$ cat src/include/flashCache_defs.svh
`ifndef FLASHCACHE_DEFS_SVH
`define FLASHCACHE_DEFS_SVH

// Flash side
`define FLASH_ADDR_W 24
`define WORD_W 32

// Cache geometry, the SRAM word address is page index then word offset
`define SRAM_ADDR_W 9
`define PAGE_INDEX_W 3
`define WORD_OFFSET_W 6
`define PAGE_TAG_W 16
`define PAGES 8

// Serial reader
`define SPI_COMMAND_W 8

`endif

$ cat src/hw/flashCachePkg.sv
`include "flashCache_defs.svh"

package flashCachePkg;

	// Byte address on the flash
	typedef logic [`FLASH_ADDR_W-1:0] flashAddr_t;

	typedef logic [`WORD_W-1:0] word_t;

	// Page index in the upper bits, word offset below
	typedef logic [`SRAM_ADDR_W-1:0] sramAddr_t;

	typedef logic [`PAGE_INDEX_W-1:0] pageIndex_t;
	typedef logic [`PAGE_TAG_W-1:0] pageTag_t;
	typedef logic [`WORD_OFFSET_W-1:0] wordOffset_t;

	// One extra bit so a full page reads as 64
	typedef logic [`WORD_OFFSET_W:0] fillCount_t;

endpackage

$ cat src/hw/BinaryTreePLRU.sv
`timescale 1ns/100ps
`include "flashCache_defs.svh"

module BinaryTreePLRU (
	input logic clk,
	input logic rst,
	input logic access,
	input flashCachePkg::pageIndex_t accessIndex,
	output flashCachePkg::pageIndex_t victimIndex
);

	// Heap order, node 0 is the root and node n has children 2n+1 and 2n+2
	logic [`PAGES-2:0] tree;
	logic rootBit;
	logic midBit;

	always_ff @(posedge clk) begin
		if (rst) begin
			tree <= '0;
		end else if (access) begin
			// Each node on the path points to the other half
			tree[0] <= ~accessIndex[2];
			tree[1 + accessIndex[2]] <= ~accessIndex[1];
			tree[3 + accessIndex[2:1]] <= ~accessIndex[0];
		end
	end

	// Walk from the root towards the least recent leaf
	assign rootBit = tree[0];
	assign midBit = tree[1 + rootBit];
	assign victimIndex = {rootBit, midBit, tree[3 + {rootBit, midBit}]};

endmodule

$ cat src/hw/FlashPage.sv
`timescale 1ns/100ps
`include "flashCache_defs.svh"

module FlashPage (
	input logic clk,
	input logic rst,

	// Replacement
	input logic allocate,
	input flashCachePkg::pageTag_t newTag,

	// Fill progress
	input logic loading,
	input logic wordWritten,

	// Lookup from the read port
	input flashCachePkg::pageTag_t lookupTag,
	input flashCachePkg::wordOffset_t lookupOffset,
	output logic hit,
	output logic wordReady,

	// Loader side
	output logic requestLoad,
	output flashCachePkg::flashAddr_t fillAddress,
	output flashCachePkg::wordOffset_t fillOffset
);

	import flashCachePkg::*;

	logic valid;
	pageTag_t tag;
	fillCount_t count;
	logic full;

	assign full = count[`WORD_OFFSET_W];

	always_ff @(posedge clk) begin
		if (rst) begin
			valid <= 1'b0;
			count <= '0;
		end else if (allocate) begin
			valid <= 1'b1;
			count <= '0;
		end else if (loading && wordWritten && !full) begin
			count <= count + 1'b1;
		end
	end

	always_ff @(posedge clk) begin
		if (allocate) begin
			tag <= newTag;
		end
	end

	assign hit = valid && (tag == lookupTag);

	// Words fill in order, so everything below the count is present
	assign wordReady = hit && (fillCount_t'(lookupOffset) < count);

	// Partly filled pages keep asking until they are complete
	assign requestLoad = valid && !full;

	assign fillOffset = count[`WORD_OFFSET_W-1:0];

	// Next word to fetch, as a byte address
	assign fillAddress = {tag, fillOffset, 2'b00};

endmodule

$ cat src/hw/FlashCache.sv
`timescale 1ns/100ps
`include "flashCache_defs.svh"

module FlashCache (
	input logic clk,
	input logic rst,

	// Processor port
	input logic readEnable,
	input flashCachePkg::flashAddr_t readAddress,
	output logic readReady,

	// SRAM
	output logic sramReadEnable,
	output logic sramWriteEnable,
	output flashCachePkg::sramAddr_t sramReadAddress,
	output flashCachePkg::sramAddr_t sramWriteAddress,

	// Flash reader
	output flashCachePkg::flashAddr_t flashAddress,
	output logic flashChangeAddress,
	output logic flashRequestData,
	input logic flashDataValid,
	input logic flashBusy,

	output logic filling
);

	import flashCachePkg::*;

	logic [`PAGES-1:0] pageHit;
	logic [`PAGES-1:0] pageWordReady;
	logic [`PAGES-1:0] pageRequestLoad;
	flashAddr_t pageFillAddress [`PAGES];
	wordOffset_t pageFillOffset [`PAGES];

	pageTag_t lookupTag;
	wordOffset_t lookupOffset;
	pageIndex_t hitIndex;
	pageIndex_t resumeIndex;
	pageIndex_t victimIndex;
	pageIndex_t loadingIndex;
	pageIndex_t readPageIndex;
	logic anyHit;
	logic resumeFound;
	logic request;
	logic missAllocate;
	logic loadActive;
	logic changePulse;
	logic plruAccess;

	assign lookupTag = readAddress[`FLASH_ADDR_W-1 -: `PAGE_TAG_W];
	assign lookupOffset = readAddress[`WORD_OFFSET_W+1:2];

	// No new lookup in the cycle that returns data
	assign request = readEnable && !readReady;
	assign missAllocate = request && !anyHit;

	BinaryTreePLRU u_BinaryTreePLRU (
		.clk(clk),
		.rst(rst),
		.access(plruAccess),
		.accessIndex(readReady ? readPageIndex : victimIndex),
		.victimIndex(victimIndex)
	);

	for (genvar p = 0; p < `PAGES; p++) begin : gPage
		FlashPage u_FlashPage (
			.clk(clk),
			.rst(rst),
			.allocate(missAllocate && (victimIndex == pageIndex_t'(p))),
			.newTag(lookupTag),
			.loading(loadActive && (loadingIndex == pageIndex_t'(p))),
			.wordWritten(sramWriteEnable),
			.lookupTag(lookupTag),
			.lookupOffset(lookupOffset),
			.hit(pageHit[p]),
			.wordReady(pageWordReady[p]),
			.requestLoad(pageRequestLoad[p]),
			.fillAddress(pageFillAddress[p]),
			.fillOffset(pageFillOffset[p])
		);
	end

	// Lowest index wins for both the hit and the resume choice
	always_comb begin
		hitIndex = '0;
		anyHit = 1'b0;
		resumeIndex = '0;
		resumeFound = 1'b0;
		for (int i = `PAGES - 1; i >= 0; i--) begin
			if (pageHit[i]) begin
				hitIndex = pageIndex_t'(i);
				anyHit = 1'b1;
			end
			if (pageRequestLoad[i]) begin
				resumeIndex = pageIndex_t'(i);
				resumeFound = 1'b1;
			end
		end
		// A waiting read pulls its own page forward
		if (request && anyHit && pageRequestLoad[hitIndex]) begin
			resumeIndex = hitIndex;
		end
	end

	always_ff @(posedge clk) begin
		if (rst) begin
			readReady <= 1'b0;
			loadActive <= 1'b0;
			changePulse <= 1'b0;
			loadingIndex <= '0;
		end else begin
			readReady <= sramReadEnable;
			changePulse <= 1'b0;
			if (missAllocate) begin
				// Preempt whatever is loading
				loadingIndex <= victimIndex;
				loadActive <= 1'b1;
				changePulse <= 1'b1;
			end else if (!loadActive && resumeFound) begin
				loadingIndex <= resumeIndex;
				loadActive <= 1'b1;
				changePulse <= 1'b1;
			end else if (loadActive && !pageRequestLoad[loadingIndex]) begin
				loadActive <= 1'b0;
			end
		end
	end

	// Page of the read in flight, for the PLRU update
	always_ff @(posedge clk) begin
		if (sramReadEnable) begin
			readPageIndex <= hitIndex;
		end
	end

	assign plruAccess = missAllocate || readReady;

	assign sramReadEnable = request && pageWordReady[hitIndex];
	assign sramReadAddress = {hitIndex, lookupOffset};

	// Address goes out a cycle after the switch, once the page state has settled
	assign flashAddress = pageFillAddress[loadingIndex];
	assign flashChangeAddress = changePulse;
	assign flashRequestData = loadActive && pageRequestLoad[loadingIndex];

	// Only words of the current stream reach the SRAM
	assign sramWriteEnable = flashDataValid && flashRequestData && !flashBusy && !changePulse;
	assign sramWriteAddress = {loadingIndex, pageFillOffset[loadingIndex]};

	assign filling = loadActive;

endmodule

$ cat config.mk
export PLATFORM = sky130hd
export DESIGN_NAME = FlashCache
export DESIGN_NICKNAME = d
export VERILOG_FILES = /design/src/hw/flashCachePkg.sv /design/src/hw/BinaryTreePLRU.sv /design/src/hw/FlashPage.sv /design/src/hw/FlashCache.sv
export VERILOG_INCLUDE_DIRS = /design/src /design/src/include
export SDC_FILE = /design/constraint.sdc
export NUM_CORES = 1
export LEC_CHECK = 0
export BUFFER_PORTS_ARGS = -buffer_cell sky130_fd_sc_hd__buf_4
export CAP_MARGIN = 20
export CELL_PAD_IN_SITES_DETAIL_PLACEMENT = 1
export CELL_PAD_IN_SITES_GLOBAL_PLACEMENT = 1
export CORE_MARGIN = 2
export CORE_UTILIZATION = 50
export CTS_CLUSTER_SIZE = 28
export DETAILED_ROUTE_END_ITERATION = 12
export GPL_ROUTABILITY_DRIVEN = 0
export PLACE_DENSITY_LB_ADDON = 0.1
export SYNTH_ARGS = -nofsm -noshare
export SYNTH_HDL_FRONTEND = slang
export SYNTH_HIERARCHICAL = 1
export SYNTH_SLANG_ARGS = --single-unit
$ cat constraint.sdc
create_clock -name clk -period 5.2 [get_ports clk]
set_input_delay 0.52 -clock clk [delete_from_list [all_inputs] [get_ports clk]]
set_output_delay 0.52 -clock clk [all_outputs]
set_load 0.03 [all_outputs]
# == Yosys cells after proc, flatten, opt, wreduce, memory -nomap -nowiden ==
# Index checks and enable logic that the tools add are counted.
# totals
out_inout_bits,48
inputBits,29
wordCells,244
register_bits,208
# classes
bitwise_logic,4
n_addsub,12
reduce_logical,96
order_cmp,17
muxes,63
n_eq_ne,22
# op_table
op,n
16-bit == test,8
"32-bit by 4-bit less-than comparator with 1-bit output, second input constant",4
24-bit binary-select mux with 3-bit select,1
1-bit logical AND,69
"32-bit by 1-bit >= comparator with 1-bit output, second input constant",2
3-bit two-way mux,20
"7-bit by 1-bit adder with 7-bit output, second input constant",8
6-bit by 7-bit less-than comparator with 1-bit output,8
24-bit two-way mux,2
1-bit two-way mux,28
"3-bit == test, second input constant",8
6-bit binary-select mux with 3-bit select,1
2-bit OR reduction,8
1-bit binary-select mux with 3-bit select,5
7-bit bitwise mux,2
1-bit logical NOT,14
"3-bit by 2-bit == test with 1-bit output, second input constant",4
6-bit two-way mux,2
"3-bit by 4-bit less-than comparator with 1-bit output, second input constant",2
"2-bit by 2-bit adder with 3-bit output, first input constant",2
1-bit demux with 3-bit select,2
"3-bit by 1-bit == test with 1-bit output, second input constant",2
3-bit logical NOT,2
"1-bit by 1-bit adder with 2-bit output, first input constant",2
other kinds (6),8

# == Logic depth before layout (Yosys ltp) ==
# Gate-level depths: netlist of the first run.
# depth
depth_word,16
mapped_depth,12
mapped_depth_nobuf,12

# == Modules after synthesis ==
# Netlist of the first run, hierarchy kept.
# by_module_without_submodules
mod,area_each_um2,cells_each,instances,seq_area_each_um2
FlashPage,1249.9,108,8,640.6
FlashCache,2826.5,237,1,210.2
BinaryTreePLRU,480.5,52,1,140.1

# == Least setup slack after synthesis of the first run ==
# Ideal clock, no wire load.
# synth_timing
path_kind,flip-flop to flip-flop
start,register loadingIndex[0]
end,register gPage[6].u_FlashPage.count[5]
path_stages_with_launch,10
setup_ns,0.122
n_path_buf,1
slack_ns,0.978
synth_period_minus_slack_ns,4.222
required_ns,5.078
arrival_ns,4.099
cell_sequence,dfxtp_1 > buf_2 > mux4_2 > mux2_2 > nand2_1 > nor4b_1 > nand3b_1 > nor4_2 > xnor2_1 > nor2_1
# synth_between
elab_chain_len,8
elab_cells_between_ends,10
classes_between,eq/ne: 1; mux: 2; reduce/logical: 7
# synth_rtl
item,line_no,text
start: declaration,FlashCache.sv:42,pageIndex_t loadingIndex;
start signal: assignment,FlashCache.sv:118,loadingIndex <= victimIndex;
start signal: assignment,FlashCache.sv:122,loadingIndex <= resumeIndex;
1-bit binary-select mux with 3-bit select,FlashCache.sv:146,assign flashRequestData = loadActive && pageRequestLoad[loadingIndex];
1-bit two-way mux (implied by the code),FlashCache.sv:146,
1-bit logical AND,FlashCache.sv:146,
1-bit logical AND (3 in series),FlashCache.sv:149,assign sramWriteEnable = flashDataValid && flashRequestData && !flashBusy && !changePulse;
net sramWriteEnable,FlashCache.sv:15,"output logic sramWriteEnable,"
1-bit logical AND (2 in series),FlashPage.sv:44,end else if (loading && wordWritten && !full) begin
end signal: assignment,FlashPage.sv:45,count <= count + 1'b1;
end: declaration,FlashPage.sv:32,fillCount_t count;
# The timed path passes the listed nets, and every way through them passes these cells. The select of a mux whose other input is x is not followed.
# A chain may end at the register's enable or synchronous reset.

# == Worst setup path after layout of the first run ==
# layout_timing
start,register gPage[5].u_FlashPage.tag[5]
end,output sramReadEnable
# layout_between
elab_chain_len,11
elab_cells_between_ends,12
classes_between,eq/ne: 1; mux: 8; reduce/logical: 3
# layout_rtl
item,line_no,text
start: declaration,FlashPage.sv:31,pageTag_t tag;
start signal: assignment,FlashPage.sv:51,tag <= newTag;
16-bit == test (*),FlashPage.sv:55,assign hit = valid && (tag == lookupTag);
1-bit logical AND (*),FlashPage.sv:55,
net pageHit[5],FlashCache.sv:31,logic [`PAGES-1:0] pageHit;
3-bit two-way mux (6 in series),FlashCache.sv:92,if (pageHit[i]) begin
1-bit binary-select mux with 3-bit select (*),FlashCache.sv:140,assign sramReadEnable = request && pageWordReady[hitIndex];
1-bit two-way mux (implied by the code) (*),FlashCache.sv:140,
1-bit logical AND (*),FlashCache.sv:140,
end: declaration,FlashCache.sv:14,"output logic sramReadEnable,"
# The timed path passes the listed nets; every way through them passes the cells marked *. The select of a mux whose other input is x is not followed.

==> impl_metrics.csv, run 1 <==
group,metric,value,unit
yosys,postSynthAreaPerCell,11.5,sq um
routing,first_pass_iters,4,
power,power_frac_comb,15.1,%
sta,slew_headroom,45.6,%
setup_path,crit_path_end_kind,"output port",
clock_network,clock_latency,0.53,ns
placed_design,post_dp_cell_area,13500,sq um
clock_network,cts_hold_buf,0,
power,swShare,27.1,%
global_routing,grt_overflow_total,0,
sta,skew,0.0183,ns
yosys,synthAdderAreaFrac,5.17,%
setup_path,start_kind,"flip-flop",
finish,final_cell_mix,"edfxtp_1, xnor2_1, buf_4, nor2_1, dfxtp_1",
routing,wire_per_inst,22.8,microns
global_routing,antenna_found_initial,0,
yosys,synth_area,13300,sq um
power,p_seq_share,45.8,%
finish,synthToLayoutAreaGrowth,6.70,%
sta,fmax,217,MHz
yosys,synth_compound_area_share,5.86,%
clock_network,cts_made_buffers,25,
sta,whs,0.342,ns
yosys,synth_edf_count,131,
yosys,ys_types,62,
routing,ant_nets,0,
routing,drt-total-wl,33800,microns
finish,final_common_cell,"edfxtp_1",
finish,layout-drive-gt1-share,24.2,%
sta,tightest_slew,0.809,ns
power,power.total,4.06,mW
yosys,synth_top_family_by_area,"multiplexers",
placed_design,portBuffers,72,
clock_network,cts.sinks,208,
sta,setup_viol,0,
power,power.density,286,nW/um^2
yosys,synth.yosys.warnings,6,
finish,antennaDiodeCount,0,
floorplanning,fp.dieW,167,microns
routing,viasPerCell,5.84,
sta,final_max_slew_viol_count,0,
status,status,"completed",
setup_path,path_class,"reg -> out",
sta,fin_tns_setup,0,ns
placed_design,dp_hpwl,24600,microns
floorplanning,die_area,27900,sq um
yosys,yosysSeqAreaShare,41.1,%
yosys,synth_xor_area_share,10.5,%
clock_network,clockRootBuffer,"clkbuf_16",
floorplanning,start_util,51.1,%
worst_hold_path,min_path_type,"in -> reg",
sta,post-route-min-period,4.61,ns
routing,remaining_drc_errors,0,
sta,finalCritPeriodShare,88.6,%
power,p_int,2.96,mW
floorplanning,die_y,167,microns
setup_path,cp.required,4.68,ns
clock_network,cts_max_level,1,
power,p_leak,4.73,nW
global_routing,grt_busiest_layer,"met2",
power,p_switching,1.10,mW
power,vdd_drop_max,0.000305,V
routing,vias,8669,
yosys,ys.flop_type,"edfxtp_1",
sta,rsz0062_at_grt,"false",
clock_network,tritoncts,"yes",
global_routing,use_met2,43.7,%
global_routing,met3_usage,3.05,%
flow_run,maxCapViolations,0,
clock_network,cts.path.max_buffers,3,
yosys,ys_async_sr_fraction,0,%
yosys,synthCells,1153,
sta,hold_violations,0,
clock_network,clk_pin_slew_worst_paths,0.06,ns
clock_network,cts_setup_buffers,0,
global_routing,grt_pass1_vias,9214,
power,clkPwrFrac,39.1,%
global_routing,grt_pass1_wl,54000,microns
clock_network,cts_resized,0,
setup_path,arrival,4.09,ns
routing,drt_iter0_drc,437,
yosys,synthSimpleGateAreaFrac,13.9,%
finish,fin_area,14200,sq um
floorplanning,io_pins,77,
global_routing,grt_usage,24.8,%
global_routing,grt_use_met1,32.2,%
yosys,ys_ff_latch,208,
finish,nets,1214,
global_routing,grt_max_degree,40,
floorplanning,core_area,26100,sq um
yosys,muxShareOfSynthArea,14.0,%
floorplanning,rows,59,
setup_path,path_max_fanout,6,
[per-stage QoR]
stage               utilization (%)  worst slack [ns]  cells
floorplan                         -             0.978   1161
global placement               51.7             0.858   1438
detailed placement             51.7             0.798   1438
CTS                            54.5             0.575   1484
global route                   54.5             0.341   1484
finish                         54.5             0.594   1484
[path summary, 6_finish.rpt]
kind	start	end	slack (ns)	cells after the start
min	readAddress[12]	gPage[6].u_FlashPage/tag[4]	0.34	1
max reg2reg	u_BinaryTreePLRU/tree[0]	gPage[7].u_FlashPage/count[2]	1.30	9
max	gPage[5].u_FlashPage/tag[5]	sramReadEnable	0.59	10
min reg2reg	gPage[4].u_FlashPage/valid	gPage[4].u_FlashPage/valid	0.50	2
[worst max-delay path, stage by stage, from the launching register on]
cell,delay [ns]
edfxtp_1,0.42
xor2_1,0.17
nor4_2,0.34
nand4_1,0.21
nor4_1,0.71
nor4_2,0.22
nor2b_1,0.53
a211oi_2,0.08
a311o_1,0.36
a21oi_2,0.29
buf_4,0.22
[cell families after synthesis]
family,Yosys count
AOI/OAI and AO/OA,116
other,8
xor gates and xnor gates,160
and+or+nand+nor,305
muxes,104
buffers and inverters,197
adders and majority gates,55
DFF,208
[power groups by stage]
stage / clock, mW / sequential [mW] / combinational, mW
4_1_cts: 1.63 / 1.86 / 0.622
3_5_place_dp: 0 / 1.90 / 0.619
2_1_floorplan: 0 / 1.87 / 0.433
5_1_grt: 1.68 / 1.87 / 0.666
6_report: 1.59 / 1.86 / 0.615
3_3_place_gp: 0 / 1.89 / 0.607
[sequential cells by signal, summed over array words and instances (netlist names)]
signal,count
loadingIndex,3
gPage.u_FlashPage/tag,128
readReady,1
flashChangeAddress,1
filling,1
gPage.u_FlashPage/count,56
gPage.u_FlashPage/valid,8
u_BinaryTreePLRU/tree,7
readPageIndex,3
[synthesized netlist by cell type (15+ instances only)]
master / instances / share of area (%)
a21o_1: 18 / 1.0
edfxtp_1: 131 / 30
mux2_2: 34 / 2.9
ha_1: 55 / 5.2
dfxtp_1: 77 / 12
inv_1: 46 / 1.3
nand2_1: 46 / 1.3
clkbuf_1: 15 / 0.42
xnor2_1: 128 / 8.4
a31oi_1: 16 / 0.75
xor2_1: 32 / 2.1
a21oi_1: 36 / 1.4
mux4_2: 62 / 10
nor2_1: 83 / 2.3
nand2b_1: 18 / 0.85
buf_4: 121 / 6.8
nor4_2: 17 / 1.6
nand4_1: 25 / 1.2
[layer usage]
layer	share of wire (%)	routed length, microns
met5	0	0
met4	2.9	975
met3	4.0	1340
met2	50	16900
met1	43	14600
[final cells by class]
class	instances	area, sq um
clock buffer	30	654
fill	2730	11900
sequential	208	5480
inverter	47	189
tap	335	419
timing repair buffer	92	691
multi-input combinational	756	6680
clock inverter	16	77.6
No activity file was read; power rests on OpenSTA's default activity.
==> run 2: changes to the inputs <==
Settings changed: CAP_MARGIN 20 to not set, CORE_UTILIZATION 50 to 54.
Clock period 5.2 ns to 5.3 ns, I/O delays scaled along.
==> run 2 against run 1 <==
  * Count of clock-buffer cells in the layout down 3
  * Cell count decreased by 1.1%
  * Hold slack better by 0.0090 ns
  * Design area is 0.61% higher
  * Sequential power fell by 2%
  * First-iteration DRC count is 4.6% lower
  * Largest power group unchanged
  * Global-route usage up 2.4 points
==> impl_metrics.csv, run 2 (same netlist as run 1, synthesis figures left out) <==
group,metric,value,unit
power,power_frac_comb,14.4,%
setup_path,crit_path_end_kind,"output port",
routing,viasPerCell,5.91,
finish,final_common_cell,"edfxtp_1",
clock_network,cts_setup_buffers,0,
setup_path,cp.required,4.77,ns
sta,post-route-min-period,4.58,ns
power,vdd_drop_max,0.000298,V
routing,highest_layer,"met4",
routing,met1_length,13900,microns
setup_path,critical_path.slowest_cell,"nor4_1",
finish,final_cell_mix,"edfxtp_1, xnor2_1, buf_4, nor2_1, dfxtp_1",
power,p_int,3.14,mW
sta,final_max_slew_viol_count,0,
global_routing,grt_max_degree,58,
routing,remaining_drc_errors,0,
sta,hold_violations,0,
clock_network,clockRootBuffer,"clkbuf_16",
clock_network,cts_made_buffers,25,
clock_network,cts.sinks,208,
status,status,"completed",
power,power.density,297,nW/um^2
clock_network,clk_pin_slew_worst_paths,0.06,ns
power,p_leak,4.76,nW
power,clkPwrFrac,42.7,%
sta,fmax,218,MHz
sta,rsz0062_at_grt,"false",
clock_network,clock_latency,0.54,ns
setup_path,rrSetupSlack,1.42,ns
setup_path,path_max_fanout,8,
finish,nets,1209,
finish,largest_register_ffs,128,
floorplanning,fp.dieW,161,microns
floorplanning,die_y,161,microns
routing,first_pass_iters,4,
sta,slew_headroom,30.1,%
floorplanning,start_util,54.9,%
setup_path,path_class,"reg -> out",
power,p_switching,1.10,mW
floorplanning,core_area,24200,sq um
routing,vias,8675,
floorplanning,io_pins,77,
clock_network,cts.path.max_buffers,3,
global_routing,grt_pass1_wl,53900,microns
global_routing,antenna_found_initial,1,
clock_network,cts_max_level,1,
sta,fin_tns_setup,0,ns
global_routing,grt_usage,27.2,%
finish,reg.largest.list,"gPage.u_FlashPage/tag x128, gPage.u_FlashPage/count x56, gPage.u_FlashPage/valid x8",
placed_design,dp_hpwl,24100,microns
sta,fin_ws,0.723,ns
power,swShare,26.0,%
setup_path,cp_slowest_stage_delay,0.90,ns
clock_network,cts_hold_buf,0,
routing,ant_nets,0,
placed_design,portBuffers,72,
routing,wire_per_inst,23.5,microns
floorplanning,die_area,25900,sq um
finish,regMostFlops,"gPage.u_FlashPage/tag",
setup_path,critPathTopFamily,"simple AND/OR/NAND/NOR gates",
flow_run,maxCapViolations,0,
sta,tightest_slew,1.04,ns
power,p_seq_share,42.9,%
placed_design,pre_cts_slack,0.959,ns
finish,synthToLayoutAreaGrowth,7.34,%
sta,finalCritPeriodShare,86.4,%
setup_path,critical_path_buf_inv_count,2,
routing,drt-total-wl,34400,microns
routing,met2_length,18300,microns
floorplanning,rows,57,
setup_path,path_cells,"xor2_1 > nor4_2 > nand4_1 > nor4_1 > o21ba_4 > nor2_8 > clkinv_8 > a211oi_2 > a311o_1 > a21oi_2 > buf_4",
setup_path,arrival,4.05,ns
setup_path,start_kind,"flip-flop",
global_routing,grt_overflow_total,0,
routing,drt_iter0_drc,417,
clock_network,tritoncts,"yes",
global_routing,grt_pass1_vias,9233,
sta,setup_viol,0,
finish,fillers,2485,
routing,routed-wl-met3,1220,microns
clock_network,cts_resized,0,
finish,layout-drive-gt1-share,23.8,%
sta,skew,0.00933,ns
worst_hold_path,min_path_type,"in -> reg",
-- run 2: worst reg2reg max path: stages, from the launching register on --
cell     delay (ns)
dfxtp_1        0.63
mux2i_1        0.45
ha_1           0.38
mux2i_1        0.16
mux2_4         0.28
o32ai_2        0.36
nand2_1        0.35
nor2_2         0.55
or2_0          0.49
nor2_1         0.11
-- run 2: cell type report --
| type | count | area, sq um | share of cell area [%] |
|---|---|---|---|
| multi-input combinational | 756 | 6680 | 46.8 |
| sequential | 208 | 5480 | 38.4 |
| timing repair buffer | 87 | 653 | 4.57 |
| clock buffer | 27 | 633 | 4.43 |
| tap | 324 | 405 | 2.84 |
| clock inverter | 18 | 234 | 1.64 |
| inverter | 47 | 189 | 1.32 |
| antenna | 1 | 2.50 | 0.0175 |
-- run 2: power groups by stage --
stage	Combinational [mW]	Clock, mW	Sequential, mW
finish	0.610	1.81	1.82
global route	0.656	1.90	1.83
CTS	0.613	1.84	1.82
detailed placement	0.606	0	1.86
global placement	0.591	0	1.85
floorplan	0.425	0	1.83
-- run 2: final timing paths --
| check | startpoint | end | depth (start not counted) |
|---|---|---|---|
| setup / recovery | gPage[1].u_FlashPage/tag[9] | sramReadEnable | 11 |
| hold / removal | readAddress[11] | gPage[4].u_FlashPage/tag[3] | 1 |
| setup reg to reg | u_BinaryTreePLRU/tree[0] | gPage[7].u_FlashPage/count[0] | 9 |
| hold reg to reg | gPage[4].u_FlashPage/valid | gPage[4].u_FlashPage/valid | 2 |
-- run 2: stage by stage --
stage               area, sq um  instances  power (mW)  hold slack (ns)  util (%)
floorplan                 13300       1161        2.26            0.455         -
global placement          13400       1422        2.45            0.473      55.3
detailed placement        13400       1422        2.46            0.488      55.3
CTS                       14300       1467        4.28            0.335      58.9
global route              14300       1468        4.39            0.355      58.9
finish                    14300       1468        4.24            0.351      58.9
-- run 2: per-layer routing --
| layer | vias to the layer above | track usage [%] |
|---|---|---|
| li1 | 4038 | - |
| met1 | 4399 | 32.7 |
| met2 | 169 | 50.6 |
| met3 | 69 | 3.70 |
| met4 | 0 | 8.56 |
| met5 | - | 0 |
