===== config.mk =====
export PLATFORM = sky130hd
export DESIGN_NAME = SpiFlashReader
export DESIGN_NICKNAME = d
export VERILOG_FILES = /design/src/hw/flashCachePkg.sv /design/src/hw/spiFlashPkg.sv /design/src/hw/SpiFlashReader.sv
export VERILOG_INCLUDE_DIRS = /design/src /design/src/include
export SDC_FILE = /design/constraint.sdc
export NUM_CORES = 1
export LEC_CHECK = 0
export BUFFER_PORTS_ARGS = -buffer_cell sky130_fd_sc_hd__buf_2
export CAP_MARGIN = 10
export CORE_ASPECT_RATIO = 1.2
export CORE_MARGIN = 3
export CORE_UTILIZATION = 30
export CTS_BUF_LIST = sky130_fd_sc_hd__clkbuf_4
export CTS_CLUSTER_SIZE = 24
export DETAILED_ROUTE_END_ITERATION = 8
export GPL_ROUTABILITY_DRIVEN = 1
export HOLD_SLACK_MARGIN = 0.02
export PLACE_DENSITY_LB_ADDON = 0.2
export SLEW_MARGIN = 20
export SYNTH_ARGS = -nofsm -noshare
export SYNTH_HDL_FRONTEND = slang
export SYNTH_SLANG_ARGS = --single-unit

===== constraint.sdc =====
create_clock -name clk -period 2.4 [get_ports clk]
set_input_delay 0.36 -clock clk [delete_from_list [all_inputs] [get_ports clk]]
set_output_delay 0.36 -clock clk [all_outputs]
set_load 0.02 [all_outputs]

===== src/include/flashCache_defs.svh =====
`ifndef FLASHCACHE_DEFS_SVH
`define FLASHCACHE_DEFS_SVH

// Flash side
`define FLASH_ADDR_W 24
`define WORD_W 32

// Cache geometry, the SRAM word address is page index then word offset
`define SRAM_ADDR_W 9
`define PAGE_INDEX_W 3
`define WORD_OFFSET_W 6
`define PAGE_TAG_W 16
`define PAGES 8

// Serial reader
`define SPI_COMMAND_W 8

`endif


===== src/hw/flashCachePkg.sv =====
`include "flashCache_defs.svh"

package flashCachePkg;

	// Byte address on the flash
	typedef logic [`FLASH_ADDR_W-1:0] flashAddr_t;

	typedef logic [`WORD_W-1:0] word_t;

	// Page index in the upper bits, word offset below
	typedef logic [`SRAM_ADDR_W-1:0] sramAddr_t;

	typedef logic [`PAGE_INDEX_W-1:0] pageIndex_t;
	typedef logic [`PAGE_TAG_W-1:0] pageTag_t;
	typedef logic [`WORD_OFFSET_W-1:0] wordOffset_t;

	// One extra bit so a full page reads as 64
	typedef logic [`WORD_OFFSET_W:0] fillCount_t;

endpackage


===== src/hw/spiFlashPkg.sv =====
`include "flashCache_defs.svh"

package spiFlashPkg;

	// Reader sequence, gap keeps chip select high between bursts
	typedef enum logic [2:0] {
		spiIdle,
		spiCommand,
		spiAddress,
		spiData,
		spiGap
	} spiState_t;

	// Single lane read
	localparam logic [`SPI_COMMAND_W-1:0] flashReadCommand = 8'h03;

endpackage


===== src/hw/SpiFlashReader.sv =====
`timescale 1ns/100ps
`include "flashCache_defs.svh"

module SpiFlashReader (
	input logic clk,
	input logic rst,
	input flashCachePkg::flashAddr_t address,
	input logic changeAddress,
	input logic requestData,
	output logic dataValid,
	output flashCachePkg::word_t data,
	output logic busy,
	output logic spiCs,
	output logic spiClk,
	output logic spiMosi,
	input logic spiMiso
);

	import flashCachePkg::*;
	import spiFlashPkg::*;

	spiState_t state;
	// Command and address go out of the top, read bits come in at the bottom
	word_t shiftReg;
	logic [$clog2(`WORD_W)-1:0] bitCount;
	// Second half of a serial clock period
	logic phase;

	always_ff @(posedge clk) begin
		if (rst) begin
			state <= spiIdle;
			phase <= 1'b0;
			bitCount <= '0;
			dataValid <= 1'b0;
			busy <= 1'b0;
		end else begin
			dataValid <= 1'b0;
			if (changeAddress) begin
				state <= spiGap;
				phase <= 1'b0;
				busy <= 1'b1;
			end else begin
				case (state)
					spiIdle: begin
						phase <= 1'b0;
					end
					spiGap: begin
						phase <= !phase;
						bitCount <= '0;
						// Busy here means a new command is due
						if (phase) begin
							state <= busy ? spiCommand : spiIdle;
						end
					end
					spiCommand, spiAddress, spiData: begin
						phase <= !phase;
						if (phase) begin
							bitCount <= bitCount + 1'b1;
							if (state == spiCommand && bitCount == `SPI_COMMAND_W - 1) begin
								state <= spiAddress;
							end
							if (state == spiAddress && &bitCount) begin
								state <= spiData;
							end
							if (state == spiData && &bitCount) begin
								dataValid <= 1'b1;
								busy <= 1'b0;
							end
						end
						// Burst ends as soon as no more words are wanted
						if (state == spiData && !requestData) begin
							state <= spiGap;
							phase <= 1'b0;
						end
					end
					default: begin
						state <= spiIdle;
					end
				endcase
			end
		end
	end

	always_ff @(posedge clk) begin
		if (changeAddress) begin
			shiftReg <= {flashReadCommand, address};
		end else if (phase && !spiCs) begin
			// Sample just before the falling serial edge
			shiftReg <= {shiftReg[`WORD_W-2:0], spiMiso};
		end
	end

	assign data = shiftReg;

	assign spiCs = (state == spiIdle) || (state == spiGap);
	assign spiClk = phase && !spiCs;
	assign spiMosi = (state == spiCommand || state == spiAddress) ? shiftReg[`WORD_W-1] : 1'b0;

endmodule


== Word level (Yosys, flattened, before mapping) ==
Cells that the tools add are included.

* Add/subtract/negate cells: 1
* Equality and inequality tests: 13
* Multiplexer cells: 20
* Bitwise gates (word level): 4
* Reductions and logical operators: 25

{| class="wikitable"
|+ Operators with widths
! operator !! number
|-
| 2-to-1 mux 24 bit || 2
|-
| 2-to-1 mux 3 bit || 6
|-
| one-hot mux 5 bit (2 select lines) || 1
|-
| nonzero test 2 bit || 5
|-
| one-hot mux 3 bit (3 select lines) || 1
|-
| 2-to-1 mux 1 bit || 8
|-
| inequality test 4 bit (second input constant) || 2
|-
| AND reduction 4 bit || 2
|-
| equality test 3 x 2 -> 1 bit (second input constant) || 2
|-
| inequality test 2 bit (second input constant) || 3
|-
| inequality test 3 bit (second input constant) || 2
|-
| AND reduction 3 bit || 2
|-
| adder 5 x 1 -> 5 bit (second input constant) || 1
|-
| equality test 5 x 3 -> 1 bit (second input constant) || 1
|-
| logical AND 1 bit || 5
|-
| 2-to-1 mux 5 bit || 1
|-
| inequality test 5 bit (second input constant) || 1
|-
| AND reduction 5 bit || 1
|-
| NOT 1 bit || 4
|-
| OR reduction 4 bit || 1
|-
| equality test 3 x 1 -> 1 bit (second input constant) || 1
|-
| equality test 3 bit (second input constant) || 1
|-
| logical NOT 1 bit || 3
|-
| logical NOT 3 bit || 1
|-
| other kinds (5) || 6
|}

* Register bits: 43
* Input bits: 29
* Logic and storage cells: 71

== Depth between registers and ports, before layout ==
Gate-level depths: netlist (run 1).

* Word-level depth: 8
* Mapped depth: 7
* Gate-level depth less buffers: 7

== Worst setup path before layout (run 1) ==
Ideal clock, no wire load.

* Path kind: input-to-reg
* Start point: input port changeAddress
* End point: register shiftReg[0], in the netlist data[0], enable pin
* Library setup time: 0.384 ns
* Arrival time: 1.481 ns
* Data required time: 2.016 ns
* Path slack: 0.534 ns
* Stages on the path: 3
* Buffers on the path: 2
* Cells stage by stage: buf_2 -> clkbuf_1 -> nand2b_1

* Longest elaborated chain between the ends: 1

{| class="wikitable"
|+ Ends and longest elaborated chain
! item !! line !! source
|-
| start, declared || SpiFlashReader.sv:8 || <nowiki>input logic changeAddress,</nowiki>
|-
| nonzero test 2 bit (no source line) || n/a ||
|-
| end signal, assigned || SpiFlashReader.sv:86 || <nowiki>shiftReg <= {flashReadCommand, address};</nowiki>
|-
| end signal, assigned || SpiFlashReader.sv:89 || <nowiki>shiftReg <= {shiftReg[`WORD_W-2:0], spiMiso};</nowiki>
|-
| end, declared || SpiFlashReader.sv:24 || <nowiki>word_t shiftReg;</nowiki>
|}

No other way between the ends.
A chain may end at the register's enable or synchronous reset.

== Worst setup path in the final report (run 1) ==
* Start point: register state[0]
* End point: output port spiClk

* Longest elaborated chain between the ends: 4
* Elaborated cells between the ends (all ways): 5
* Classes of those cells: eq/ne (1); reduce/logical (4)

{| class="wikitable"
|+ Ends and longest elaborated chain
! item !! line !! source
|-
| start, declared || SpiFlashReader.sv:22 || <nowiki>spiState_t state;</nowiki>
|-
| start signal, assigned || SpiFlashReader.sv:31 || <nowiki>state <= spiIdle;</nowiki>
|-
| start signal, assigned || SpiFlashReader.sv:39 || <nowiki>state <= spiGap;</nowiki>
|-
| start signal, assigned || SpiFlashReader.sv:52 || <nowiki>state <= busy ? spiCommand : spiIdle;</nowiki>
|-
| equality test 3 bit or logical NOT 3 bit (tied branches) || SpiFlashReader.sv:95 || <nowiki>assign spiCs = (state == spiIdle) || (state == spiGap);</nowiki>
|-
| logical OR 1 bit * || SpiFlashReader.sv:95 ||
|-
| logical NOT 1 bit * || SpiFlashReader.sv:96 || <nowiki>assign spiClk = phase && !spiCs;</nowiki>
|-
| logical AND 1 bit * || SpiFlashReader.sv:96 ||
|-
| end, declared || SpiFlashReader.sv:14 || <nowiki>output logic spiClk,</nowiki>
|}

Every way passes the cells marked *; elsewhere a longest branch is shown, timed or not.

==> qor.csv, run 1 <==
stage,metric,value,unit
outcome,outcome,"complete, no violations",
timing,timing.fmax,508,MHz
worst_setup_path,path_class,reg2out,
timing,setup_tns,0,ns
clock_tree,tritoncts,yes,
job,maxCapViolations,0,
clock_tree,clk_pin_slew,0.12,ns
timing,clock_skew,0.00749,ns
worst_setup_path,start_kind,flop,
synth,synth-seq-area-share,57.1,%
timing,rsz0062_at_grt,false,
route,drc,0,
worst_setup_path,cp.required,2.04,ns
final_layout,final_common_cell,buf_2,
place,io_buffers,65,
timing,period_share,82.1,%
synth,synthCells,166,
global_routing,grt_pass1_vias,1504,
route,drt-vias-per-instance,4.68,
place,place_area,2350,um2
global_routing,grt_pass1_wl,7000,um
route,met3_length,280,um
die,num_rows,31,
synth,avgSynthCellArea,11.6,um2
route,wl_met1,1900,um
worst_setup_path,worstReg2RegEnd,state[1],
worst_setup_path,setup.worst_path.start,state[0],
route,top_layer,met4,
final_layout,drive_above_1_share,45.1,%
final_layout,stdcell_area,2410,um2
clock_tree,htree_levels,2,
synth,netlist_area,1930,um2
route,wl_per_cell,12.8,um
power,ir_drop,0.251,mV
die,die_w,79.2,um
worst_setup_path,reg2reg_from,bitCount[0],
route,first_iter_violations,52,
timing,finalSetupViolCount,0,
die,dieArea,7420,um2
global_routing,grt.overflow.total,0,
clock_tree,ctsHoldBuffers,0,
worst_setup_path,worstSetupEndpoint,spiClk,
synth,ys_types,40,
global_routing,grt_max_degree,25,
worst_hold_path,min_path_type,in2reg,
synth,yosys_register_bits,43,
worst_setup_path,critPathMaxFanout,16,
place,gp_congestion,0.793,
die,start_util,31.4,%
power,p_per_area,574,nW/um2
clock_tree,clockRootBuffer,clkbuf_4,
place,dpl.hpwl,2870,um
power,finalPower,0.00138,W
final_layout,nets,265,
clock_tree,cts_buffers,5,
synth,synth_ff_type,edfxtp_1,
timing,hold_viol,0,
synth,synth-edff-count,24,
timing,finalWorstPathRequiredPeriod,1.97,ns
timing,slew_headroom,65.2,%
final_layout,diodes,0,
synth,synth_fp_nets,197,
route,ant_nets,0,
clock_tree,cts_setup_buffers,0,
clock_tree,clk_latency,0.35,ns
timing,worst_slew_pin_slew,0.522,ns
synth,yosys_warnings,0,
route,vias,1484,
worst_setup_path,end_kind,primary output,
final_layout,areaGrowthSynthToFinish,25.2,%
die,ios,66,
route,first_pass_iters,4,
worst_setup_path,cp.arrival,1.61,ns
global_routing,antenna_found_initial,0,
route,wl_met2,1810,um
power,p_leak,0.986,nW
synth,synthArstFlopShare,0,%
timing,slew_viol_final,0,
clock_tree,cts-resized-gates,0,
worst_setup_path,r2r_slack,0.55,ns
die,die_height,93.8,um
final_layout,layout_common_cells,"buf_2, mux2_2, edfxtp_1",
die,core,6130,um2
global_routing,grt_usage,12.0,%
clock_tree,cts_sinks,43,
route,wirelength,4060,um
worst_setup_path,r2r_cells,7,
clock_tree,clockBufferDepth,2,
## cell type report
cell class | count | area (um2)
Inverter | 3 | 11.3
Fill cell | 677 | 3720
Sequential cell | 43 | 1100
Timing Repair Buffer | 70 | 363
Multi-Input combinational cell | 111 | 774
Clock buffer | 8 | 60.1
Tap cell | 82 | 103
## worst max-delay path: stages (launching register included)
cell	delay [ns]
dfxtp_1	0.49
o21ai_1	0.43
clkinv_1	0.16
buf_2	0.19
## per-stage QoR
| stage | utilization [%] | setup WS (ns) | hold slack (ns) | instances |
|---|---|---|---|---|
| global route | 39.4 | 0.241 | 0.267 | 317 |
| CTS | 39.4 | 0.379 | 0.269 | 317 |
| detailed placement | 38.4 | 0.578 | 0.465 | 309 |
| global placement | 38.4 | 0.591 | 0.458 | 309 |
| finish | 39.4 | 0.430 | 0.278 | 317 |
| floorplan | - | 0.534 | 0.456 | 166 |
## layer usage
layer	global-route usage, %	up-vias
li1	-	741
met1	16.5	691
met2	17.3	47
met3	4.13	5
met4	4.30	0
met5	0	-
## state kept, by name, summed over array words and instances (netlist names)
name	count
bitCount	5
busy	1
data	32
dataValid	1
phase	1
state	3
## report_power, final
part,internal (W),switching [W],total (W)
Combinational,0.0000779,0.0000939,0.000172
Sequential,0.000818,0.0000188,0.000836
Clock,0.000151,0.000225,0.000376
Total,0.00105,0.000338,0.00138
## synthesized netlist by cell type (2+ instances only)
library cell  instances  area share [%]
nand2_1              23             4.5
nand3_1               3            0.78
xnor2_1               2            0.91
clkbuf_1              5            0.97
edfxtp_1             24              37
or3_1                 3            0.97
nor3_1                3            0.78
o21ai_0               3            0.78
mux2_2               24              14
ha_1                  2             1.3
dfxtp_1              19              20
inv_1                 2            0.39
nand3b_1              3             1.2
nor2_1                6             1.2
mux2i_1               2             1.0
a21oi_1              13             3.4
or4_1                 3             1.2
nand2b_1              3            0.97
buf_2                 2            0.52
## kinds of logic after synthesis
group | after synthesis | synth area share [%]
AND/OR/NAND/NOR | 57 | 15.6
flip-flops | 43 | 57.1
multiplexers | 26 | 15.1
AO/OA/AOI/OAI | 24 | 7.34
buffers and inverters | 12 | 2.66
XOR/XNOR | 2 | 0.909
adder cells (fa/ha/maj) | 2 | 1.30
## worst min path at each step
stage               slack [ns]  cells after the start          end         from
floorplan                 0.46                      2  bitCount[3]  bitCount[3]
global placement          0.46                      2     data[30]     data[29]
detailed placement        0.47                      2     data[30]     data[29]
CTS                       0.27                      2  bitCount[4]          rst
global route              0.27                      2      data[1]   address[1]
finish                    0.28                      2  bitCount[4]          rst
Note: power is estimated with default switching activity, not from simulation.
==> run 2: changes to the inputs <==
- clock period: 2.4 -> 1.9 ns (I/O delays scaled with it)
==> run 2 against run 1 <==
Net effect: cell count up 0.32%; wire length up 0.69%; critical path type is now reg2reg; power up 26%; clock power up 24%; highest routed layer unchanged; count of clock-buffer cells in the layout unchanged; utilization up 0.76 points; critical endpoint is now state[1]; final area up 1.9%; die area unchanged; global-route usage down 0.071 points; clock skew up 0.0032 ns; sequential share of layout area down 0.76 points.
==> qor.csv, run 2 (synthesis gave the netlist of run 1 again) <==
stage,metric,value,unit,change
die,die_w,79.2,um,unchanged
place,dpl.hpwl,2870,um,-0.16%
power,ir_drop,0.370,mV,+47%
place,gp_congestion,0.798,,+0.63%
route,drc,0,,unchanged
clock_tree,clockRootBuffer,clkbuf_4,,
route,drt-vias-per-instance,4.65,,-0.72%
route,first_iter_violations,38,,-27%
worst_setup_path,critPathMaxFanout,3,,-13
final_layout,drive_above_1_share,47.0,%,+1.9 points
route,first_pass_iters,4,,unchanged
global_routing,antenna_found_initial,0,,unchanged
power,finalPower,0.00175,W,+26%
power,p_leak,1.00,nW,+1.7%
global_routing,grt_usage,11.9,%,-0.071 points
clock_tree,ctsHoldBuffers,0,,unchanged
clock_tree,tritoncts,yes,,
clock_tree,clk_pin_slew,0.11,ns,about the same
timing,finalWorstPathRequiredPeriod,1.73,ns,
final_layout,multi_input_area,786,um2,+1.5%
final_layout,areaGrowthSynthToFinish,27.6,%,
route,wl_per_cell,12.9,um,+0.37%
final_layout,diodes,0,,unchanged
clock_tree,clockBufferDepth,2,,unchanged
worst_setup_path,path_cells,ha_1 > and3_1 > ha_1 > nor2_1 > a22oi_1 > o311ai_2 > mux2i_1,,
timing,slew_viol_final,0,,unchanged
die,ios,66,,unchanged
global_routing,grt_pass1_wl,7040,um,+0.60%
clock_tree,cts_sinks,43,,unchanged
worst_setup_path,crit_buf_inv,0,,-2
job,maxCapViolations,0,,unchanged
route,wirelength,4090,um,+0.69%
timing,finalSetupViolCount,0,,unchanged
worst_hold_path,hold_depth,2,,unchanged
place,io_buffers,65,,unchanged
final_layout,largest_reg_flops,32,,unchanged
timing,rsz0062_at_grt,true,,
clock_tree,cts_buffers,5,,unchanged
route,ant_nets,0,,unchanged
die,die_height,93.8,um,unchanged
timing,timing.fmax,577,MHz,
final_layout,fill_cells,648,,-4.3%
global_routing,grt_pass1_vias,1514,,+0.66%
worst_setup_path,start_kind,flop,,
worst_setup_path,cp.required,2.17,ns,+0.13 ns
worst_setup_path,worstReg2RegEnd,state[1],,
worst_setup_path,crit_cells,7,,+4
timing,period_share,91.1,%,
die,core,6130,um2,unchanged
global_routing,grt_max_degree,41,,+64%
timing,clock_skew,0.0107,ns,+0.00321 ns
clock_tree,cts-resized-gates,0,,unchanged
worst_setup_path,path_class,reg2reg,,
worst_hold_path,min_path_type,in2reg,,
worst_setup_path,setup.worst_path.start,bitCount[0],,
timing,worst_slew_pin_slew,0.390,ns,-0.131 ns
final_layout,final_common_cell,buf_2,,
power,p_per_area,710,nW/um2,+24%
worst_setup_path,cpPeakStageDelay,0.35,ns,-0.14 ns
final_layout,finish.utilization,40.1,%,+0.76 points
clock_tree,htree_levels,2,,unchanged
worst_setup_path,r2r_cells,7,,unchanged
worst_setup_path,r2r_slack,0.17,ns,-0.38 ns
die,start_util,31.4,%,unchanged
worst_setup_path,reg2reg_from,bitCount[0],,
timing,hold_viol,0,,unchanged
die,dieArea,7420,um2,unchanged
final_layout,nets,266,,+0.38%
worst_setup_path,end_kind,flop,,
worst_setup_path,crit_top_cell,ha_1,,
worst_setup_path,cp.arrival,2.00,ns,+0.39 ns
final_layout,regArea,1100,um2,+0.23%
final_layout,layout_common_cells,"buf_2, mux2_2, edfxtp_1",,
worst_setup_path,crit_family,adder cells,,
global_routing,grt.overflow.total,0,,unchanged
worst_setup_path,critPathSlowestCell,dfxtp_1,,
clock_tree,clk_latency,0.34,ns,about the same
outcome,outcome,"complete, no violations",,
die,num_rows,31,,unchanged
timing,slew_headroom,73.6,%,+8.4 points
worst_setup_path,worstSetupEndpoint,state[1],,
route,vias,1478,,-0.40%
clock_tree,cts_setup_buffers,0,,unchanged
-- run 2: layer usage --
layer / wire length [um] / share of wire [%] / global-route usage [%]
met1: 1790 / 44 / 15.5
met5: 0 / 0 / 0
met4: 58 / 1.4 / 4.30
met3: 304 / 7.4 / 3.65
met2: 1930 / 47 / 18.5
-- run 2: worst min-delay path by stage --
stage / startpoint / endpoint
after floorplan: bitCount[3] / bitCount[3]
after global placement: data[26] / data[27]
after detailed placement: data[26] / data[27]
after CTS: rst / bitCount[4]
after global routing: address[21] / data[21]
final: rst / bitCount[4]
-- run 2: layout make-up --
type | instances | area share [%]
sequential | 43 | 44.9
multi-input combinational | 111 | 32.0
timing repair buffer | 71 | 16.1
tap | 82 | 4.17
clock buffer | 8 | 2.44
inverter | 3 | 0.458
-- run 2: metrics by stage --
stage	worst slack, ns	instance area [um2]	hold slack (ns)	std cells	TNS [ns]
5_1_grt	-0.00326	2460	0.214	318	-0.00326
2_1_floorplan	0.0374	1930	0.456	166	0
6_report	0.168	2460	0.229	318	0
3_5_place_dp	0.0675	2380	0.460	310	0
4_1_cts	0.0337	2440	0.209	318	0
3_3_place_gp	0.112	2380	0.456	310	0
-- run 2: power breakdown --
| group | internal [W] | leakage, nW | switching (W) |
|---|---|---|---|
| Combinational | 0.000103 | 0.576 | 0.000121 |
| Sequential | 0.00103 | 0.390 | 0.0000232 |
| Clock | 0.000191 | 0.0368 | 0.000274 |
| Total | 0.00133 | 1.00 | 0.000419 |
==> run 3: changes to the inputs <==
- CELL_PAD_IN_SITES_DETAIL_PLACEMENT: default -> 0
- CELL_PAD_IN_SITES_GLOBAL_PLACEMENT: default -> 1
- MAX_ROUTING_LAYER: default -> met4
==> run 3 against run 2 <==
Net effect: wire length up 1.5%; count of clock-buffer cells in the layout fell by 2; via count rose by 1.6%; critical path type unchanged; largest cell class unchanged; fmax fell by 0.49%; first-iteration DRC count decreased by 7.9%; setup slack got worse by 0.0085 ns; worst hold slack worse by 0.023 ns; highest routed layer unchanged; sequential cell count did not move; combinational power is 2% higher.
==> qor.csv, run 3 (synthesis gave the netlist of run 1 again) <==
stage,metric,value,unit,change
clock_tree,clk_latency,0.35,ns,about the same
timing,setup_tns,0,ns,unchanged
clock_tree,clockRootBuffer,clkbuf_4,,
final_layout,finalNonFillerCells,320,,+0.63%
final_layout,stdcell_area,2480,um2,+0.81%
global_routing,busiest_layer,met2,,
global_routing,grt_usage,12.2,%,+0.33 points
final_layout,areaGrowthSynthToFinish,28.6,%,
worst_setup_path,start_kind,flop,,
die,start_util,31.4,%,unchanged
place,gp_congestion,0.815,,+2.1%
place,place_area,2390,um2,+0.31%
global_routing,grt_pass1_vias,1503,,-0.73%
timing,clock_skew,0.0143,ns,+0.00362 ns
route,drt-vias-per-instance,4.69,,+0.92%
final_layout,finish.utilization,40.4,%,+0.33 points
timing,finalWorstPathRequiredPeriod,1.74,ns,+0.00851 ns
final_layout,diodes,0,,unchanged
global_routing,antenna_found_initial,0,,unchanged
die,die_height,93.8,um,unchanged
timing,worst_slew_pin_slew,0.321,ns,-0.0699 ns
power,ir_drop,0.335,mV,-9.5%
final_layout,regArea,1110,um2,+0.23%
clock_tree,htree_levels,2,,unchanged
timing,rsz0062_at_grt,false,,
worst_hold_path,min_from,rst,,
worst_setup_path,end_kind,flop,,
route,wl_per_cell,13.0,um,+0.83%
final_layout,multi_input_area,791,um2,+0.64%
timing,hold_viol,0,,unchanged
final_layout,fill_cells,648,,unchanged
worst_setup_path,r2r_cells,7,,unchanged
place,dp.cells,311,,+0.32%
global_routing,grt.overflow.total,0,,unchanged
worst_setup_path,critPathMaxFanout,3,,unchanged
timing,finalSetupViolCount,0,,unchanged
power,p_per_area,703,nW/um2,-0.89%
clock_tree,clk_pin_slew,0.13,ns,+0.02 ns
final_layout,layout_common_cells,"buf_2, mux2_2, edfxtp_1",,
final_layout,largest_reg_flops,32,,unchanged
global_routing,use_met1,15.7,%,+0.25 points
die,core,6130,um2,unchanged
worst_setup_path,cp.required,2.18,ns,about the same
clock_tree,ctsHoldBuffers,0,,unchanged
worst_setup_path,path_class,reg2reg,,
global_routing,met3_usage,3.65,%,unchanged
clock_tree,cts_sinks,43,,unchanged
global_routing,grt_max_degree,46,,+12%
worst_hold_path,hold_depth,2,,unchanged
timing,slew_headroom,78.3,%,+4.7 points
route,first_iter_violations,35,,-7.9%
route,first_pass_iters,4,,unchanged
timing,timing.fmax,575,MHz,-0.49%
final_layout,drive_above_1_share,49.2,%,+2.1 points
outcome,outcome,"complete, no violations",,
route,drc,0,,unchanged
power,finalPower,0.00174,W,about the same
route,vias,1501,,+1.6%
power,p_leak,1.00,nW,about the same
worst_setup_path,cp.arrival,2.02,ns,+0.02 ns
global_routing,use_met2,18.3,%,-0.28 points
timing,period_share,91.6,%,+0.45 points
global_routing,grt_pass1_wl,6980,um,-0.80%
die,die_w,79.2,um,unchanged
job,maxCapViolations,0,,unchanged
route,wirelength,4150,um,+1.5%
place,io_buffers,65,,unchanged
worst_hold_path,min_path_type,in2reg,,
route,ant_nets,0,,unchanged
clock_tree,tritoncts,yes,,
clock_tree,cts_buffers,5,,unchanged
final_layout,nets,268,,+0.75%
clock_tree,clockBufferDepth,2,,unchanged
die,dieArea,7420,um2,unchanged
die,num_rows,31,,unchanged
timing,slew_viol_final,0,,unchanged
die,ios,66,,unchanged
final_layout,final_common_cell,buf_2,,
place,dpl.hpwl,2910,um,+1.5%
worst_setup_path,setup.worst_path.start,bitCount[0],,
worst_setup_path,reg2reg_from,bitCount[0],,
run 3: critical path, cell delays in order (launching register included):
cell	delay (ns)
dfxtp_2	0.35
ha_2	0.19
and3_1	0.18
ha_2	0.18
nor2_1	0.10
a22oi_1	0.08
o311ai_2	0.37
mux2i_1	0.21
run 3: per-layer routing:
metal / part of all wire [%] / vias up
li1: - / 744
met1: 46 / 695
met2: 45 / 56
met3: 7.7 / 6
met4: 1.4 / 0
met5: 0 / -
run 3: area by class of cell:
class / count / area share [%]
clock inverter: 2 / 0.505
sequential: 43 / 44.6
clock buffer: 6 / 1.82
inverter: 3 / 0.454
multi-input combinational: 111 / 31.9
timing repair buffer: 73 / 16.6
tap: 82 / 4.14
run 3: path summary, 6_finish.rpt:
path,endpoint,slack [ns]
max,state[1],0.16
min,bitCount[1],0.21
max reg2reg,state[1],0.16
min reg2reg,data[30],0.48
run 3: what timing repair did:
action                                  in CTS  in global routing
resized for setup                            1                  7
hold endpoints to repair                     0                  0
endpoints found under the setup margin       1                  3
pin swaps                                    0                  2
buffers inserted                             0                  1
run 3: stage by stage:
step           setup slack (ns)  hold slack (ns)
3_5_place_dp             0.0901            0.465
6_report                  0.160            0.206
2_1_floorplan            0.0374            0.456
5_1_grt                 0.00431            0.191
4_1_cts                  0.0388            0.197
3_3_place_gp              0.120            0.458
run 3: power by group:
| part | total (W) | switching, W | internal, W |
|---|---|---|---|
| registers | 0.00105 | 0.0000218 | 0.00103 |
| logic | 0.000228 | 0.000124 | 0.000105 |
| clock network | 0.000461 | 0.000303 | 0.000158 |
